`src/rtl/tile_pkg.sv`:
```
//********************
// shared types of the peripheral tile
// TileLink-UL A and D channel structs
// plain device request and response
// device select and response metadata
// opcodes and address map
//********************
package tile_pkg;

  // A channel opcodes
  typedef enum logic [2:0] {
    PutFullData    = 3'h0,
    PutPartialData = 3'h1,
    Get            = 3'h4
  } tl_a_op_e;

  // D channel opcodes
  typedef enum logic [2:0] {
    AccessAck     = 3'h0,
    AccessAckData = 3'h1
  } tl_d_op_e;

  typedef enum logic [1:0] {
    DevRam,
    DevSimCtrl,
    DevTestRst,
    DevNone
  } dev_e;

  typedef struct packed {
    logic        a_valid;
    tl_a_op_e    a_opcode;
    logic [31:0] a_address;
    logic [3:0]  a_mask;
    logic [31:0] a_data;
    logic [7:0]  a_source;
    logic [1:0]  a_size;
  } tl_h2d_t;

  typedef struct packed {
    logic        d_valid;
    tl_d_op_e    d_opcode;
    logic [31:0] d_data;
    logic        d_error;
    logic [7:0]  d_source;
    logic [1:0]  d_size;
    logic        a_ready;
  } tl_d2h_t;

  typedef struct packed {
    logic        req;
    logic        we;
    logic [3:0]  be;
    logic [31:0] addr;
    logic [31:0] wdata;
  } dev_req_t;

  typedef struct packed {
    logic        rvalid;
    logic [31:0] rdata;
  } dev_rsp_t;

  // what the result stage needs to answer an accepted request
  typedef struct packed {
    dev_e       sel;
    logic       is_write;
    logic [7:0] source;
    logic [1:0] size;
  } rsp_meta_t;

  // address map, the RAM window size comes from RamDepth
  localparam logic [31:0] RamBase       = 32'h0010_0000;
  localparam logic [31:0] SimCtrlBase   = 32'h0002_0000;
  localparam logic [31:0] SimCharOffset = 32'h0000_0000;
  localparam logic [31:0] SimHaltOffset = 32'h0000_0008;
  localparam logic [31:0] SimCtrlSize   = 32'h0000_0400;
  localparam logic [31:0] TestRstBase   = 32'h0003_0000;
  localparam logic [31:0] TestRstSize   = 32'h0000_0010;

endpackage

```
`src/rtl/tl_rsp_mux.sv`:
```
//********************
// response mux
// registers request metadata
// assembles the D channel
//********************
`timescale 1ns/1ps

module tl_rsp_mux (
  input  logic                clk_sys,
  input  logic                rst_sys_n,
  input  tile_pkg::rsp_meta_t meta_i,
  input  logic                meta_valid_i,
  input  tile_pkg::dev_rsp_t  ram_rsp_i,
  input  tile_pkg::dev_rsp_t  sim_rsp_i,
  input  tile_pkg::dev_rsp_t  test_rsp_i,
  output tile_pkg::tl_d2h_t   tl_o
);
  import tile_pkg::*;

  rsp_meta_t meta_q;
  logic      err_q;
  dev_rsp_t  sel_rsp;

  always_ff @(posedge clk_sys or negedge rst_sys_n) begin
    if (!rst_sys_n) begin
      meta_q <= '0;
      err_q  <= 1'b0;
    end else begin
      // unmapped access answers on its own next cycle
      err_q <= meta_valid_i && (meta_i.sel == DevNone);
      if (meta_valid_i) begin
        meta_q <= meta_i;
      end
    end
  end

  always_comb begin
    case (meta_q.sel)
      DevRam:     sel_rsp = ram_rsp_i;
      DevSimCtrl: sel_rsp = sim_rsp_i;
      DevTestRst: sel_rsp = test_rsp_i;
      default:    sel_rsp = '0;
    endcase
  end

  always_comb begin
    tl_o          = '0;
    tl_o.a_ready  = 1'b1;
    tl_o.d_valid  = err_q || sel_rsp.rvalid;
    tl_o.d_opcode = meta_q.is_write ? AccessAck : AccessAckData;
    tl_o.d_data   = err_q ? '0 : sel_rsp.rdata;
    tl_o.d_error  = err_q;
    tl_o.d_source = meta_q.source;
    tl_o.d_size   = meta_q.size;
  end

  a_rvalid_from_sel: assert property (
    @(posedge clk_sys) disable iff (!rst_sys_n)
    (ram_rsp_i.rvalid -> meta_q.sel == DevRam) &&
    (sim_rsp_i.rvalid -> meta_q.sel == DevSimCtrl) &&
    (test_rsp_i.rvalid -> meta_q.sel == DevTestRst)
  ) else $error("rsp_mux: rvalid from a device that was not selected");

endmodule

```
`config.mk`:
```
export PLATFORM = sky130hd
export DESIGN_NAME = tl_rsp_mux
export DESIGN_NICKNAME = d
export VERILOG_FILES = /design/src/rtl/tile_pkg.sv /design/src/rtl/tl_rsp_mux.sv
export SDC_FILE = /design/constraint.sdc
export NUM_CORES = 1
export LEC_CHECK = 0
export BUFFER_PORTS_ARGS = -buffer_cell sky130_fd_sc_hd__clkbuf_2
export CAP_MARGIN = 40
export CORE_MARGIN = 3
export CORE_UTILIZATION = 35
export CTS_CLUSTER_SIZE = 25
export DETAILED_ROUTE_END_ITERATION = 10
export PLACE_DENSITY = 0.79
export SLEW_MARGIN = 0
export SYNTH_ARGS = -nofsm -noshare
export SYNTH_HDL_FRONTEND = slang
export SYNTH_SLANG_ARGS = --single-unit
```
`constraint.sdc`:
```
create_clock -name clk_sys -period 2.5 [get_ports clk_sys]
set_clock_uncertainty 0.1 [all_clocks]
set_input_delay 0.125 -clock clk_sys [delete_from_list [all_inputs] [get_ports clk_sys]]
set_output_delay 0.125 -clock clk_sys [all_outputs]
set_load 0.02 [all_outputs]
```
==> results by group <==
Worst setup path
  – Startpoint types: register
  – Flop2flop setup slack: 1.30 ns
  – Worst setup path end: tl_o[21]
  – WS Path Type: reg2out
  – Worst Path Arrival: 1.75 ns
  – R2R cell count: 1
  – Crit path max fanout: 34
  – Critical Path Start: meta_q[12]
  – R2R Path Start: meta_q[12]
  – R2r endpoint: meta_q[12]
  – Critical Path Sink Type: output port
  – Worst path required time: 2.28 ns

Timing
  – Fin. Hold Viols: 0
  – Max Freq: 505 MHz
  – Worst-margin pin slew: 0.759 ns
  – RSZ-0062 raised after global routing: no
  – Min Clock Period, post-route: 1.98 ns
  – Final setup viols: 0
  – Final worst slack: 0.522 ns
  – Setup TNS: 0 ns
  – Min Hold Slack: 0.00277 ns
  – Worst rel slew slack: 49.4%
  – Tcrit/Tclk final: 79.1%
  – Slew Viols, Final: 0

Hold path
  – Min-Delay Path Class: in2reg

Clocking
  – Clock H-tree levels: 1
  – Cts repair resizes: 0
  – CTS Sinks: 14
  – Max clock buf depth: 2
  – Total CTS buffers: 3
  – CTS clk-pin slew, worst paths: 0.06 ns
  – Root buf cell: clkbuf_8
  – Worst-Skew Late Latency: 0.23 ns
  – CTS tree: done

Floorplanning
  – Core Rows: 24
  – Core ar.: 4440 µm²
  – Io pins: 163
  – Die ar.: 5520 µm²
  – Die width: 74.3 µm
  – DIE HEIGHT: 74.3 µm
  – Initial core utilization: 36.8%

Route
  – Highest routed layer: met4
  – DR iter-0 viols: 25
  – Total wire length: 4.89 mm
  – Metal2 WL: 2.42 mm
  – Pre-Repair DR Iteration Count: 4
  – Post-route DRC: 0
  – Wire length on met3: 583 µm
  – Final antenna-violating net count: 0
  – Routed wire per std cell: 12.7 µm
  – Via density: 4.96
  – DRT met1 WL: 1.87 mm
  – DR vias: 1909

Power
  – Sequential share of power: 27.5%
  – Pleak: 1.19 nW
  – Clock power frac: 18.0%
  – Switching Power: 0.420 mW
  – P_int: 0.615 mW
  – Switching share of power: 40.6%
  – Comb pwr share: 54.5%
  – VDD IR max: 560 µV
  – P per Cell Area: 433 nW/µm²

Layout
  – Share of layout cells above drive strength 1: 54.1%
  – # fillers: 398
  – Core Util, Final: 53.9%
  – Antenna fix cells: 0
  – Area Overhead vs Synth: 46.5%
  – Nets: 449

Yosys
  – Post-synth top flop: dfrtp_1
  – FF+latch count, synth: 14
  – Asr flop ratio synth: 100%
  – Mapped Cells: 201
  – Avg Inst Size Synth: 8.13 µm²
  – Synth Warn #: 0
  – Count of cell types in the netlist: 18
  – Number of enable flip-flop cells after synthesis: 0
  – Seq/Total Area, Yosys: 21.4%
  – Synth Cell Area: 1630 µm²

Placed design
  – Dpl ws: 0.768 ns
  – Port buffer count: 159
  – Gpl congestion: 0.694
  – DP Wirelength: 3.96 mm

GRT
  – First-pass GRT wire length: 7.25 mm
  – Number of global-route vias before repair: 1744
  – Pin count of the biggest net entering global routing: 79
  – GRT Residual Overflow: 0
  – Global-route usage over all layers: 16.0%
  – Initial antenna violation count: 0

Job
  – Max_cap viols: 0

Run status
  – Status: finished clean
[worst min-delay path by stage]
| stage | end | start | cells past startpoint |
|---|---|---|---|
| after detailed placement | tl_o[6] | rst_sys_n | 1 |
| after global routing | tl_o[6] | meta_i[5] | 2 |
| final | meta_q[10] | meta_i[10] | 3 |
| after global placement | tl_o[3] | rst_sys_n | 1 |
| after floorplan | err_q | rst_sys_n | 0 |
| after CTS | meta_q[10] | meta_i[10] | 3 |
[power groups by stage]
stage,sequential [mW],combinational (mW),clock (mW)
finish,0.285,0.564,0.186
global route,0.291,0.619,0.199
CTS,0.286,0.569,0.189
detailed placement,0.290,0.567,0
global placement,0.288,0.559,0
floorplan,0.261,0.409,0
[metrics by stage]
step,std cells,instance area (µm²),power (mW)
2_1_floorplan,202,1640,0.670
3_3_place_gp,380,2340,0.847
3_5_place_dp,380,2340,0.857
4_1_cts,385,2390,1.04
5_1_grt,385,2390,1.11
6_report,385,2390,1.04
[area by class of cell]
cell class | count | area [µm²] | share of cell area [%]
multi-input cells | 150 | 1070 | 44.5
repair buffers | 164 | 861 | 36.0
flip-flops and latches | 14 | 353 | 14.7
well taps | 52 | 65.1 | 2.72
clock buffers | 4 | 45.0 | 1.88
inverters | 1 | 3.75 | 0.157
[synth_stat cells (2+ instances only)]
cell | count | area [µm²]
a211oi_1 | 62 | 465
a21oi_1 | 2 | 10.0
buf_2 | 6 | 30.0
buf_4 | 17 | 128
clkbuf_1 | 12 | 45.0
conb_1 | 2 | 7.51
dfrtp_1 | 14 | 350
mux2_2 | 12 | 135
mux2i_1 | 2 | 20.0
nand2_1 | 2 | 7.51
nand2b_1 | 31 | 194
nor2b_1 | 32 | 200
o21ai_0 | 2 | 10.0
[registers in the layout (all words and copies together), names as in the netlist]
name    flops
tl_o       10
err_q       1
meta_q      3
[repair_timing]
action	in CTS	in global routing
endpoints found under the hold margin	14	0
hold buffers	1	0
setup buffers	0	0
[layer usage]
layer	global-route usage (%)	vias up
li1	-	974
met3	4.73	2
met4	2.37	0
met2	31.9	92
met5	0	-
met1	16.7	841
[cells by family (layout without fill, tap and decap cells)]
| logic type | count (synthesis) | in the layout | share of synthesized area, % |
|---|---|---|---|
| muxes | 14 | 14 | 9.49 |
| DFF | 14 | 14 | 21.4 |
| and+or+nand+nor | 67 | 67 | 25.3 |
| other | 2 | 3 | 0.460 |
| buffers and inverters | 38 | 169 | 13.6 |
| AOI/OAI and AO/OA | 66 | 66 | 29.7 |
[critical path: stages, from the launching register on]
cell      delay, ns
dfrtp_2        0.74
buf_4          0.26
a211oi_1       0.05
a211oi_1       0.24
clkbuf_2       0.21
[cells in the final DEF (no fill, tap or decap), drive strengths merged]
master / n
inv: 1
conb: 3
a211oi: 62
or2: 1
and3: 1
mux2: 12
nor2b: 32
a21oi: 2
nand2: 2
dlygate4sd3: 1
dfrtp: 14
mux2i: 2
o21ai: 2
buf: 4
clkbuf: 163
nand2b: 31
No activity file was read; power rests on OpenSTA's default activity.
