==> src/rtl/tile_pkg.sv <==
//********************
// shared types of the peripheral tile
// TileLink-UL A and D channel structs
// plain device request and response
// device select and response metadata
// opcodes and address map
//********************
package tile_pkg;

  // A channel opcodes
  typedef enum logic [2:0] {
    PutFullData    = 3'h0,
    PutPartialData = 3'h1,
    Get            = 3'h4
  } tl_a_op_e;

  // D channel opcodes
  typedef enum logic [2:0] {
    AccessAck     = 3'h0,
    AccessAckData = 3'h1
  } tl_d_op_e;

  typedef enum logic [1:0] {
    DevRam,
    DevSimCtrl,
    DevTestRst,
    DevNone
  } dev_e;

  typedef struct packed {
    logic        a_valid;
    tl_a_op_e    a_opcode;
    logic [31:0] a_address;
    logic [3:0]  a_mask;
    logic [31:0] a_data;
    logic [7:0]  a_source;
    logic [1:0]  a_size;
  } tl_h2d_t;

  typedef struct packed {
    logic        d_valid;
    tl_d_op_e    d_opcode;
    logic [31:0] d_data;
    logic        d_error;
    logic [7:0]  d_source;
    logic [1:0]  d_size;
    logic        a_ready;
  } tl_d2h_t;

  typedef struct packed {
    logic        req;
    logic        we;
    logic [3:0]  be;
    logic [31:0] addr;
    logic [31:0] wdata;
  } dev_req_t;

  typedef struct packed {
    logic        rvalid;
    logic [31:0] rdata;
  } dev_rsp_t;

  // what the result stage needs to answer an accepted request
  typedef struct packed {
    dev_e       sel;
    logic       is_write;
    logic [7:0] source;
    logic [1:0] size;
  } rsp_meta_t;

  // address map, the RAM window size comes from RamDepth
  localparam logic [31:0] RamBase       = 32'h0010_0000;
  localparam logic [31:0] SimCtrlBase   = 32'h0002_0000;
  localparam logic [31:0] SimCharOffset = 32'h0000_0000;
  localparam logic [31:0] SimHaltOffset = 32'h0000_0008;
  localparam logic [31:0] SimCtrlSize   = 32'h0000_0400;
  localparam logic [31:0] TestRstBase   = 32'h0003_0000;
  localparam logic [31:0] TestRstSize   = 32'h0000_0010;

endpackage

==> src/rtl/sim_ctrl.sv <==
//********************
// simulator control device
// character output strobe
// sticky halt level
//********************
`timescale 1ns/1ps

module sim_ctrl (
  input  logic               clk_sys,
  input  logic               rst_sys_n,
  input  tile_pkg::dev_req_t req_i,
  output tile_pkg::dev_rsp_t rsp_o,
  output logic               char_valid_o,
  output logic [7:0]         char_o,
  output logic               halt_o
);
  import tile_pkg::*;

  logic [31:0] offset;
  logic        char_wr;
  logic        halt_wr;
  logic        char_valid_q;
  logic [7:0]  char_q;
  logic        halt_q;
  logic        rvalid_q;

  assign offset  = req_i.addr - SimCtrlBase;
  assign char_wr = req_i.req && req_i.we && (offset == SimCharOffset);
  assign halt_wr = req_i.req && req_i.we && (offset == SimHaltOffset);

  always_ff @(posedge clk_sys or negedge rst_sys_n) begin
    if (!rst_sys_n) begin
      char_valid_q <= 1'b0;
      halt_q       <= 1'b0;
      rvalid_q     <= 1'b0;
    end else begin
      char_valid_q <= char_wr;
      rvalid_q     <= req_i.req;
      // halt holds until the next reset
      if (halt_wr) begin
        halt_q <= 1'b1;
      end
    end
  end

  always_ff @(posedge clk_sys) begin
    if (char_wr) begin
      char_q <= req_i.wdata[7:0];
    end
  end

  assign char_valid_o = char_valid_q;
  assign char_o       = char_q;
  assign halt_o       = halt_q;
  // nothing readable here
  assign rsp_o.rvalid = rvalid_q;
  assign rsp_o.rdata  = '0;

endmodule

==> config.mk <==
export PLATFORM = sky130hd
export DESIGN_NAME = sim_ctrl
export DESIGN_NICKNAME = d
export VERILOG_FILES = /design/src/rtl/tile_pkg.sv /design/src/rtl/sim_ctrl.sv
export SDC_FILE = /design/constraint.sdc
export NUM_CORES = 1
export LEC_CHECK = 0
export ABC_AREA = 1
export BUFFER_PORTS_ARGS = -buffer_cell sky130_fd_sc_hd__buf_2
export CORE_ASPECT_RATIO = 0.5
export CORE_UTILIZATION = 33
export DETAILED_ROUTE_END_ITERATION = 6
export PLACE_DENSITY = 0.8
export SYNTH_ARGS = -nofsm -noshare
export SYNTH_HDL_FRONTEND = slang
export SYNTH_SLANG_ARGS = --single-unit
==> constraint.sdc <==
create_clock -name clk_sys -period 0.8 [get_ports clk_sys]
set_input_delay 0.2 -clock clk_sys [delete_from_list [all_inputs] [get_ports clk_sys]]
set_output_delay 0.2 -clock clk_sys [all_outputs]
set_load 0.1 [all_outputs]
==> run_results.csv <==
group,metric,value,unit
logic_synthesis,synth.cells.most_frequent,"sky130_fd_sc_hd__buf_4, sky130_fd_sc_hd__nand2_1, sky130_fd_sc_hd__nor2_1, sky130_fd_sc_hd__inv_1, sky130_fd_sc_hd__edfxtp_1",
floorplanning,fp.coreArea,2700,um^2
logic_synthesis,synthDominantAreaCellType,"sky130_fd_sc_hd__buf_4",
placed_design,placement.cell_area,1410,um^2
sta,finalCritPeriodShare,179,%
clock_tree,tritoncts,"built",
detailed_routing,wl_met3,262,um
logic_synthesis,synth_edf_count,8,
clock_tree,cts.path.max_buffers,2,
power,seqPwrFrac,28.7,%
setup_path,worstSetupEndpointType,"flop",
setup_path,max_stage_delay,0.20,ns
min_path,classification_of_the_worst_slack_hold_path,"primary input to flop",
detailed_routing,detailedRoute.firstPassIterationCount,4,
sta,post-route-worst-setup-slack,-0.631,ns
grt,largest_net_degree_at_the_start_of_global_routing,7,
final_layout,syn2layout_area_growth,61.0,%
grt,wire_length_of_the_first_global_routing_pass,3330,um
power,static-leakage-power,0.788,nW
setup_path,timing.rr.start,"halt_o$_DFFE_PN0P_",
detailed_routing,met1_routed_length,788,um
grt,antenna_violations_before_repair,0,
detailed_routing,met2_wirelength,1250,um
clock_tree,cts.sinks,11,
placed_design,port_buffers,54,
sta,max_freq,699,MHz
setup_path,crit_path_most_repeated_cell,"sky130_fd_sc_hd__nand2_1",
clock_tree,cts-root-buf,"sky130_fd_sc_hd__clkbuf_8",
sta,hold_violation_total_from_the_final_report,0,
grt,gr-usage-all-layers,14.5,%
detailed_routing,routed-via-count,1014,
floorplanning,die_area,3210,um^2
logic_synthesis,synth.area.top_cells,"sky130_fd_sc_hd__buf_4, sky130_fd_sc_hd__edfxtp_1, sky130_fd_sc_hd__nand2_1",
floorplanning,core.rowCount,13,
sta,timing.clock.skew,0,ns
logic_synthesis,synth-warning-count,0,
setup_path,cp_data_required_time,0.75,ns
logic_synthesis,fraction_of_post_synthesis_cell_area_in_the_top_cell_type_by_area,25.3,%
power,comb_power_share,46.4,%
logic_synthesis,synth.yosys.seq_area_share,32.1,%
min_path,min-delay-start,"req_i[69]",
logic_synthesis,postSynthAreaPerCell,7.21,um^2
job,drv_cap,0,
detailed_routing,drt-total-wl,2360,um
setup_path,path_class,"primary input to flop",
detailed_routing,routedWlPerCell,9.79,um
setup_path,critPathMaxFanout,6,
detailed_routing,drt-initial-drc-count,25,
detailed_routing,drcViolationCount,0,
clock_tree,clock_insertion_delay_worst_skew,0.23,ns
placed_design,dp_hpwl,1920,um
setup_path,critPathArrivalTime,1.38,ns
clock_tree,clk_pin_slew,0.05,ns
sta,fin_crit,1.43,ns
setup_path,critical_path.n_buffers_inverters,2,
detailed_routing,post_detailed_route_count_of_antenna_violating_nets,0,
setup_path,worst_setup_sp_type,"primary input",
power,power.density,1370,nW/um^2
sta,rsz0062_at_grt,"yes",
detailed_routing,top_signal_layer_used,"met4",
floorplanning,initial_core_util,36.3,%
logic_synthesis,post_synth_inst_count,136,
sta,report.final.slew_viol_count,0,
final_layout,antennaDiodeCount,0,
power,cell_internal_pwr,1.15,mW
grt,number_of_global_route_vias_before_repair,790,
power,peakVddDrop,0.618,mV
clock_tree,htree_levels,1,
final_layout,num-nets-final,278,
floorplanning,die_y,40.6,um
sta,setup_tns,-8.31,ns
logic_synthesis,count_of_state_elements_after_synthesis,11,
run_status,violations,"negative setup slack",
power,switching_share,46.7,%
setup_path,setup.worst_path.start,"req_i[49]",
setup_path,critical_path.slowest_cell,"sky130_fd_sc_hd__and2_4",
sta,finalSetupViolations,21,
final_layout,layout.filler_cells,223,
detailed_routing,vias_per_cell,4.21,
logic_synthesis,netlist_area,981,um^2
clock_tree,cts_inserted_buffers,3,
power,clock_power_share,24.9,%
setup_path,crit_chain,"buf_12 > inv_12 > ha_4 > nand2_4 > nor2_4 > nand2_1 > nand2_1 > nand2_1 > nor2_1 > nand2_1 > nor2_2 > and2_4",
floorplanning,die_w,79.1,um
run_status,run_status,"complete, but fails checks",
grt,gr-total-overflow,0,
floorplanning,num_io_pins,115,
power,net-switching-power,1.01,mW
setup_path,timing.critical_path.max_delay_family,"simple AND/OR/NAND/NOR gates",
final_layout,final_area,1580,um^2
final_layout,share_of_the_core_filled_with_cells_in_the_final_layout,58.5,%
final_layout,final_layout_size_suffix_gt1_share,45.6,%
logic_synthesis,synth_cell_type_count,21,
placed_design,gp_congestion,0.808,
logic_synthesis,async_reset_ff_share,27.3,%
logic_synthesis,ys_dominant_reg_cell,"sky130_fd_sc_hd__edfxtp_1",
## worst paths after layout
path	endpoint	slack (ns)	cells past startpoint
min	rvalid_q$_DFF_PN0_	0.08	1
min reg2reg	halt_o$_DFFE_PN0P_	0.55	2
min in group asynchronous	rvalid_q$_DFF_PN0_	0.29	2
max in group asynchronous	halt_o$_DFFE_PN0P_	0.38	2
max reg2reg	halt_o$_DFFE_PN0P_	0.10	2
max	char_o[7]$_DFFE_PP_	-0.63	12
## stage by stage
| stage | hold slack, ns | setup WS (ns) | std cells | total power, mW |
|---|---|---|---|---|
| finish | 0.0830 | -0.631 | 241 | 2.16 |
| global route | 0.0789 | -0.699 | 241 | 2.24 |
| CTS | 0.0766 | -0.636 | 240 | 2.15 |
| detailed placement | 0.000506 | -0.980 | 231 | 1.57 |
| global placement | -0.00363 | -0.962 | 231 | 1.56 |
| floorplan | -0.0956 | -0.694 | 167 | 1.52 |
## layout by cell type, fill, tap and decap left out, types with 2 or more instances in the layout
cell type                  netlist  routed
sky130_fd_sc_hd__edfxtp_1        8       8
sky130_fd_sc_hd__nand3_1         5       5
sky130_fd_sc_hd__and2_1          3       2
sky130_fd_sc_hd__nand2_1        33      31
sky130_fd_sc_hd__nand2_2         1       2
sky130_fd_sc_hd__inv_1          11       9
sky130_fd_sc_hd__buf_2           0      39
sky130_fd_sc_hd__buf_12          0      12
sky130_fd_sc_hd__nor4_1          3       3
sky130_fd_sc_hd__nor2_4          1       2
sky130_fd_sc_hd__conb_1          1      32
sky130_fd_sc_hd__buf_4          33      11
sky130_fd_sc_hd__nor2_1         22      13
sky130_fd_sc_hd__clkbuf_8        0       3
sky130_fd_sc_hd__and2_4          0       2
sky130_fd_sc_hd__nor2_2          4      12
## power groups by stage
| stage | Combinational, mW | Sequential (mW) | Clock (mW) |
|---|---|---|---|
| 6_report | 1.00 | 0.620 | 0.537 |
| 3_5_place_dp | 0.939 | 0.630 | 0 |
| 5_1_grt | 1.04 | 0.618 | 0.582 |
| 2_1_floorplan | 0.888 | 0.628 | 0 |
| 3_3_place_gp | 0.928 | 0.629 | 0 |
| 4_1_cts | 0.967 | 0.619 | 0.560 |
## flip-flops by register name (all words and copies together) (netlist names)
| name | cells |
|---|---|
| char_valid_o | 1 |
| halt_o | 1 |
| rvalid_q | 1 |
| char_o | 8 |
## cell families after synthesis
family / Yosys count / share of synthesized area [%]
xor gates and xnor gates: 1 / 0.893
adders and majority gates: 1 / 1.28
other: 1 / 0.382
AOI/OAI and AO/OA: 1 / 0.510
buffers and inverters: 44 / 29.5
and+or+nand+nor: 77 / 35.3
DFF: 11 / 32.1
## cell type report
class	instances	area [um^2]	area share [%]
Inverter	11	58.8	3.72
Tap cell	37	46.3	2.93
Sequential cell	11	320	20.3
Clock buffer	4	45.0	2.85
Multi-Input combinational cell	113	554	35.1
Timing Repair Buffer	65	554	35.1
## metal layers
layer | track usage (%) | vias to the layer above
met5 | 0 | -
met4 | 8.64 | 0
met3 | 5.23 | 10
met2 | 30.2 | 56
met1 | 13.2 | 452
li1 | - | 496
## repair_timing
action,4_1_cts,5_1_grt
pin swaps,14,5
buffers inserted,3,1
gates cloned,1,0
hold buffers,1,0
hold endpoints to repair,3,0
gates resized for setup,8,15
endpoints found under the setup margin,21,21
No activity file was read; power rests on OpenSTA's default activity.
