<file path="config.mk">
export PLATFORM = sky130hd
export DESIGN_NAME = tl_addr_decode
export DESIGN_NICKNAME = d
export VERILOG_FILES = /design/src/rtl/tile_pkg.sv /design/src/rtl/tl_addr_decode.sv
export SDC_FILE = /design/constraint.sdc
export NUM_CORES = 1
export LEC_CHECK = 0
export BUFFER_PORTS_ARGS = -buffer_cell sky130_fd_sc_hd__buf_4
export CAP_MARGIN = 10
export CORE_AREA = 3 3 119 121
export DETAILED_ROUTE_END_ITERATION = 10
export DIE_AREA = 0 0 122 124
export PLACE_DENSITY = 0.46
export SLEW_MARGIN = 20
export SYNTH_ARGS = -nofsm -noshare
export SYNTH_HDL_FRONTEND = slang
export SYNTH_SLANG_ARGS = --single-unit
</file>
<file path="constraint.sdc">
create_clock -name vclk -period 4.22
set_input_delay 0.844 -clock vclk [all_inputs]
set_output_delay 0.844 -clock vclk [all_outputs]
set_load 0.03 [all_outputs]
</file>
<file path="src/rtl/tile_pkg.sv">
//********************
// shared types of the peripheral tile
// TileLink-UL A and D channel structs
// plain device request and response
// device select and response metadata
// opcodes and address map
//********************
package tile_pkg;

  // A channel opcodes
  typedef enum logic [2:0] {
    PutFullData    = 3'h0,
    PutPartialData = 3'h1,
    Get            = 3'h4
  } tl_a_op_e;

  // D channel opcodes
  typedef enum logic [2:0] {
    AccessAck     = 3'h0,
    AccessAckData = 3'h1
  } tl_d_op_e;

  typedef enum logic [1:0] {
    DevRam,
    DevSimCtrl,
    DevTestRst,
    DevNone
  } dev_e;

  typedef struct packed {
    logic        a_valid;
    tl_a_op_e    a_opcode;
    logic [31:0] a_address;
    logic [3:0]  a_mask;
    logic [31:0] a_data;
    logic [7:0]  a_source;
    logic [1:0]  a_size;
  } tl_h2d_t;

  typedef struct packed {
    logic        d_valid;
    tl_d_op_e    d_opcode;
    logic [31:0] d_data;
    logic        d_error;
    logic [7:0]  d_source;
    logic [1:0]  d_size;
    logic        a_ready;
  } tl_d2h_t;

  typedef struct packed {
    logic        req;
    logic        we;
    logic [3:0]  be;
    logic [31:0] addr;
    logic [31:0] wdata;
  } dev_req_t;

  typedef struct packed {
    logic        rvalid;
    logic [31:0] rdata;
  } dev_rsp_t;

  // what the result stage needs to answer an accepted request
  typedef struct packed {
    dev_e       sel;
    logic       is_write;
    logic [7:0] source;
    logic [1:0] size;
  } rsp_meta_t;

  // address map, the RAM window size comes from RamDepth
  localparam logic [31:0] RamBase       = 32'h0010_0000;
  localparam logic [31:0] SimCtrlBase   = 32'h0002_0000;
  localparam logic [31:0] SimCharOffset = 32'h0000_0000;
  localparam logic [31:0] SimHaltOffset = 32'h0000_0008;
  localparam logic [31:0] SimCtrlSize   = 32'h0000_0400;
  localparam logic [31:0] TestRstBase   = 32'h0003_0000;
  localparam logic [31:0] TestRstSize   = 32'h0000_0010;

endpackage

</file>
<file path="src/rtl/tl_addr_decode.sv">
//********************
// address decoder
// A channel to per-device requests
// response metadata for the result stage
//********************
`timescale 1ns/1ps

module tl_addr_decode #(
  parameter int unsigned RamDepth = 1024
) (
  input  tile_pkg::tl_h2d_t   tl_i,
  output tile_pkg::dev_req_t  ram_req_o,
  output tile_pkg::dev_req_t  sim_req_o,
  output tile_pkg::dev_req_t  test_req_o,
  output tile_pkg::rsp_meta_t meta_o,
  output logic                meta_valid_o
);
  import tile_pkg::*;

  localparam logic [31:0] RamSize = 32'(RamDepth * 4);

  dev_e     sel;
  logic     is_write;
  dev_req_t req_base;

  // unsigned offset compare, addresses below a base wrap to large values
  always_comb begin
    sel = DevNone;
    if (tl_i.a_address - RamBase < RamSize) begin
      sel = DevRam;
    end else if (tl_i.a_address - SimCtrlBase < SimCtrlSize) begin
      sel = DevSimCtrl;
    end else if (tl_i.a_address - TestRstBase < TestRstSize) begin
      sel = DevTestRst;
    end
  end

  assign is_write = (tl_i.a_opcode == PutFullData) || (tl_i.a_opcode == PutPartialData);

  always_comb begin
    req_base       = '0;
    req_base.we    = is_write;
    req_base.be    = tl_i.a_mask;
    req_base.addr  = tl_i.a_address;
    req_base.wdata = tl_i.a_data;
    ram_req_o      = req_base;
    sim_req_o      = req_base;
    test_req_o     = req_base;
    // only the addressed device sees req
    ram_req_o.req  = tl_i.a_valid && (sel == DevRam);
    sim_req_o.req  = tl_i.a_valid && (sel == DevSimCtrl);
    test_req_o.req = tl_i.a_valid && (sel == DevTestRst);
  end

  always_comb begin
    meta_o.sel      = sel;
    meta_o.is_write = is_write;
    meta_o.source   = tl_i.a_source;
    meta_o.size     = tl_i.a_size;
  end

  assign meta_valid_o = tl_i.a_valid;

  always_comb begin
    assert final ($onehot0({ram_req_o.req, sim_req_o.req, test_req_o.req}))
      else $error("decode: more than one device request");
  end

endmodule

</file>
==> results of run 1 <==
[report_power, final]
part           switching (mW)  internal [mW]  leakage (nW)
sequential                  0              0             0
combinational           0.141         0.0832         0.720
clock                       0              0             0
[worst max path at each step]
stage                     slack, ps             end     start
after floorplan                 930  test_req_o[69]  tl_i[64]
after global placement          640      meta_o[11]  tl_i[64]
after detailed placement        610  test_req_o[69]  tl_i[64]
after CTS                       600  test_req_o[69]  tl_i[64]
after global routing            450  test_req_o[69]  tl_i[64]
final                           600  test_req_o[69]  tl_i[64]
[layout make-up]
cell class | instances | area (um^2) | share of cell area [%]
Tap cell | 176 | 220 | 13.8
Multi-Input combinational cell | 54 | 418 | 26.3
Inverter | 2 | 7.51 | 0.472
Timing Repair Buffer | 126 | 946 | 59.4
[per-stage QoR]
stage	area (um^2)	hold WS, ps	utilization [%]	cells
floorplan	2070	1820	-	275
detailed placement	1590	1690	12.1	358
global route	1590	1690	12.1	358
finish	1590	1690	12.1	358
global placement	1590	1690	12.1	358
CTS	1590	1690	12.1	358
[critical path: cells and delay by family]
| kind | cells | cell delay [ps] |
|---|---|---|
| fa+ha+maj | 1 | 230 |
| compound gates | 3 | 670 |
| simple gates | 2 | 640 |
| buf+inv | 3 | 390 |
[cells in the final DEF (no fill, tap or decap), drive strengths merged, types with 2 or more instances in the layout]
master	instances
nor2	8
nor4	6
xor2	2
nand3	3
ha	2
buf	126
inv	2
nand4b	3
xnor2	2
nor3	2
or3	2
nand3b	3
o21a	2
nand2	2
[metal layers]
metal	wire length (um)	vias up	global-route usage, %	share of wire (%)
met2	2420	116	9.56	48
met4	373	0	3.92	7.4
li1	-	478	-	-
met3	697	53	1.36	14
met5	0	-	0	0
met1	1570	468	5.54	31
[cells by family (layout without fill, tap and decap cells)]
| group | count (synthesis) | count (layout) | share of synthesized area, % |
|---|---|---|---|
| XOR/XNOR | 4 | 4 | 1.69 |
| AO/OA/AOI/OAI | 8 | 8 | 4.53 |
| adder cells (fa/ha/maj) | 2 | 2 | 1.21 |
| AND/OR/NAND/NOR | 39 | 39 | 12.3 |
| multiplexers | 1 | 1 | 0.484 |
| buffers and inverters | 221 | 128 | 79.8 |
==> metrics, run 1 <==
outcome complete, no violations; Vias per Instance ~3.1; DR vias 1115; commonest cells in the netlist buf_4 (219), nor2_1 (8), nor4_1 (5); Setup crit start kind primary input; mean post-synth cell area 7.53 um^2; Final Hold Vio Count 0; final setup TNS 0 ps; GR Util All Layers 5.40%; die height 124 um; CP most frequent cell buf_4; Hold WC Path Type in2out; RSZ-0062 raised after global routing false; cell breakdown of the critical path buf_4 -> inv_1 -> ha_1 -> a211oi_2 -> or3_2 -> a32oi_1 -> o2111ai_2 -> nor3b_2 -> buf_4; Area growth, synth to finish -23.1%; Post-Route WL between 5000 and 6000 um; antenna violation net count after detailed routing 0; worst hold endpoint meta_o[3]; # clk buffers 0; post-layout net count 268; endpoint type of the worst setup path output port; Setup Crit Path Kind in2out; FFs & Latches 0; global-route wire length before repair 6200 um; cts hold-fix bufs 0; PostCTS Resize Cnt 0; routability cong. approximately 0.73; post-synth net total 359; DP Wirelength 4430 um; Critical Path RT 3380 ps; Critical Path AT between 2000 and 3000 ps; Yosys top cell area share 79.4%; Static Leak 0.720 nW; Final Max Tran Viols 0; drt wl/cell 14.1 um; Pwr Total 225 uW; Die W 122 um; Post-Synthesis Cell Area just over 0.002 mm^2; # port buffers 125; pre-CTS setup slack 612 ps; Peak VDD IR 30.5 uV; 1st-pass router iterations 4; crit share post-route 85.7%; pin count of the biggest net entering global routing 11; core area 0.0132 mm^2; Setup WS post-layout about 600 ps; CP max-delay cell or3_2; Starting Density 15.7%; Hold Startpoint tl_i[3]; layout cells sized above 1 73.6%; post-synthesis sequential area ratio 0%; setup bufs post-CTS 0; Gate Count Post-Synth 275; Slew @ Worst Pin 539 ps; Initial DRC Count a little under 80; DIE AREA 0.0151 mm^2; most frequent cell after synthesis buf_4; pwr dens 141 mW/mm^2; final period demand of the worst path roughly 3600 ps; Worst Hold Depth 0; # diodes 0; DR DRC count 0; register area 0 um^2; CP max FO 7; row cnt 42; leading area contributor after synthesis buf_4; main area contributors after synthesis buf_4 (79%), nor4_1 (1.5%), nor2_1 (1.5%); largest incremental delay on the critical path 420 ps; synth warn 0; FMAX about 280 MHz; gr ovfl total 0; endpoints failing setup 0; Slew HR a little under two thirds; FILL cells around 1500; synth unique cells 34; vias in the first global route about 960; initial antenna violation count 0; max_cap viols 0; I/O pin total between 300 and 400
No activity file was read; power rests on OpenSTA's default activity.
==> inputs of run 2 (changes only) <==
--- a/config.mk
+++ b/config.mk
@@ -10,7 +10,7 @@
 export CORE_AREA = 3 3 119 121
 export DETAILED_ROUTE_END_ITERATION = 10
 export DIE_AREA = 0 0 122 124
-export PLACE_DENSITY = 0.46
+export PLACE_DENSITY = 0.44
 export SLEW_MARGIN = 20
 export SYNTH_ARGS = -nofsm -noshare
 export SYNTH_HDL_FRONTEND = slang
==> run 2 against run 1 <==
Compared with the run above: wire length is 8.5% lower; non-clock buffer count stayed put; first-iteration DRC count is 85% lower; sequential share of layout area stayed put; hold slack hardly changed; via count is 2.7% lower; combinational power hardly changed; cell area stayed put; fmax is 0.61% higher; die area stayed put.
==> metrics, run 2 (synthesis results as in run 1) <==
outcome complete, no violations; most frequent cells in the layout buf_4 (126), nor2_1 (8), nor4_1 (5); Setup crit start kind primary input; Slew @ Worst Pin 570 ps; PostCTS Resize Cnt 0; Area growth, synth to finish -23.1%; Hold WC Path Type in2out; CP max-delay cell or3_2; endpoint type of the worst setup path output port; layout cells sized above 1 73.6%; Hold Startpoint tl_i[36]; Post-Route WL 4630 um; Starting Density 15.7%; pwr dens 141 mW/mm^2; FFs & Latches 0; setup bufs post-CTS 0; commonest non-fill, non-tap cell in the layout buf_4; DIE AREA 0.0151 mm^2; global-route wire length before repair 5620 um; DR vias 1085; max_cap viols 0; vias in the first global route about 970; register area 0 um^2; core area between 0.01 and 0.015 mm^2; gr ovfl total 0; Slew HR 61.7%; DP Area around 0.0016 mm^2; post-layout net count 268; cts hold-fix bufs 0; final instance area roughly 0.0016 mm^2; endpoints failing setup 0; multi-input combinational cell area 418 um^2; CP max FO 7; Vias per Instance between 3 and 4; FILL cells between 1500 and 2000; drt wl/cell 12.9 um; row cnt 42; final setup TNS 0 ps; initial antenna violation count 0; worst hold margin 1690 ps; Peak VDD IR 24.1 uV; DR DRC count 0; CP most frequent cell buf_4; Critical path buffers and inverters 3; DP Wirelength 4040 um; GR Util All Layers around 4.8%; cell breakdown of the critical path buf_4 -> inv_1 -> ha_1 -> a211oi_2 -> or3_2 -> a32oi_1 -> o2111ai_2 -> nor3b_2 -> buf_4; I/O pin total 306; Initial DRC Count 12; Critical Path AT between 2000 and 3000 ps; die height around 120 um; Setup Crit Path Kind in2out; Static Leak 0.720 nW; # clk buffers 0; final period demand of the worst path approximately 3600 ps; Critical Path RT 3380 ps; routability cong. a little over 0.7; # port buffers 125; pin count of the biggest net entering global routing 11; crit path from tl_i[64]; largest incremental delay on the critical path 420 ps; crit share post-route between 80 and 90%; # diodes 0; Final Hold Vio Count 0; FMAX 278 MHz; Final Max Tran Viols 0; Die W 122 um; 1st-pass router iterations 4; RSZ-0062 raised after global routing false; Top delay family on crit path compound AO/OA/AOI/OAI gates; antenna violation net count after detailed routing 0
-- run 2: cell counts in the layout (fill, tap and decap cells not counted) --
Identical to the previous run, type by type.
-- run 2: cell type report --
type / instances / share of cell area, %
multi-input combinational: 54 / 26.3
tap: 176 / 13.8
timing repair buffer: 126 / 59.4
inverter: 2 / 0.472
-- run 2: worst paths after layout --
check	cells past startpoint	to
max	9	test_req_o[69]
min	0	ram_req_o[26]
-- run 2: stage by stage --
step | util, % | worst slack [ps] | power [mW] | cells
floorplan | - | 926 | 0.406 | 275
global placement | 12.1 | 645 | 0.227 | 358
CTS | 12.1 | 598 | 0.228 | 358
global route | 12.1 | 517 | 0.237 | 358
detailed placement | 12.1 | 616 | 0.228 | 358
finish | 12.1 | 624 | 0.224 | 358
-- run 2: routing by layer --
layer | wire length, um | vias up | global-route usage, %
met4 | 368 | 0 | 3.92
met2 | 2160 | 93 | 8.39
met3 | 562 | 46 | 0.727
li1 | - | 481 | -
met5 | 0 | - | 0
met1 | 1540 | 465 | 4.99
-- run 2: power by group --
group / total [mW] / internal (mW) / switching [mW] / leakage, nW
clock: 0 / 0 / 0 / 0
combinational: 0.224 / 0.0831 / 0.141 / 0.720
sequential: 0 / 0 / 0 / 0
total: 0.224 / 0.0831 / 0.141 / 0.720
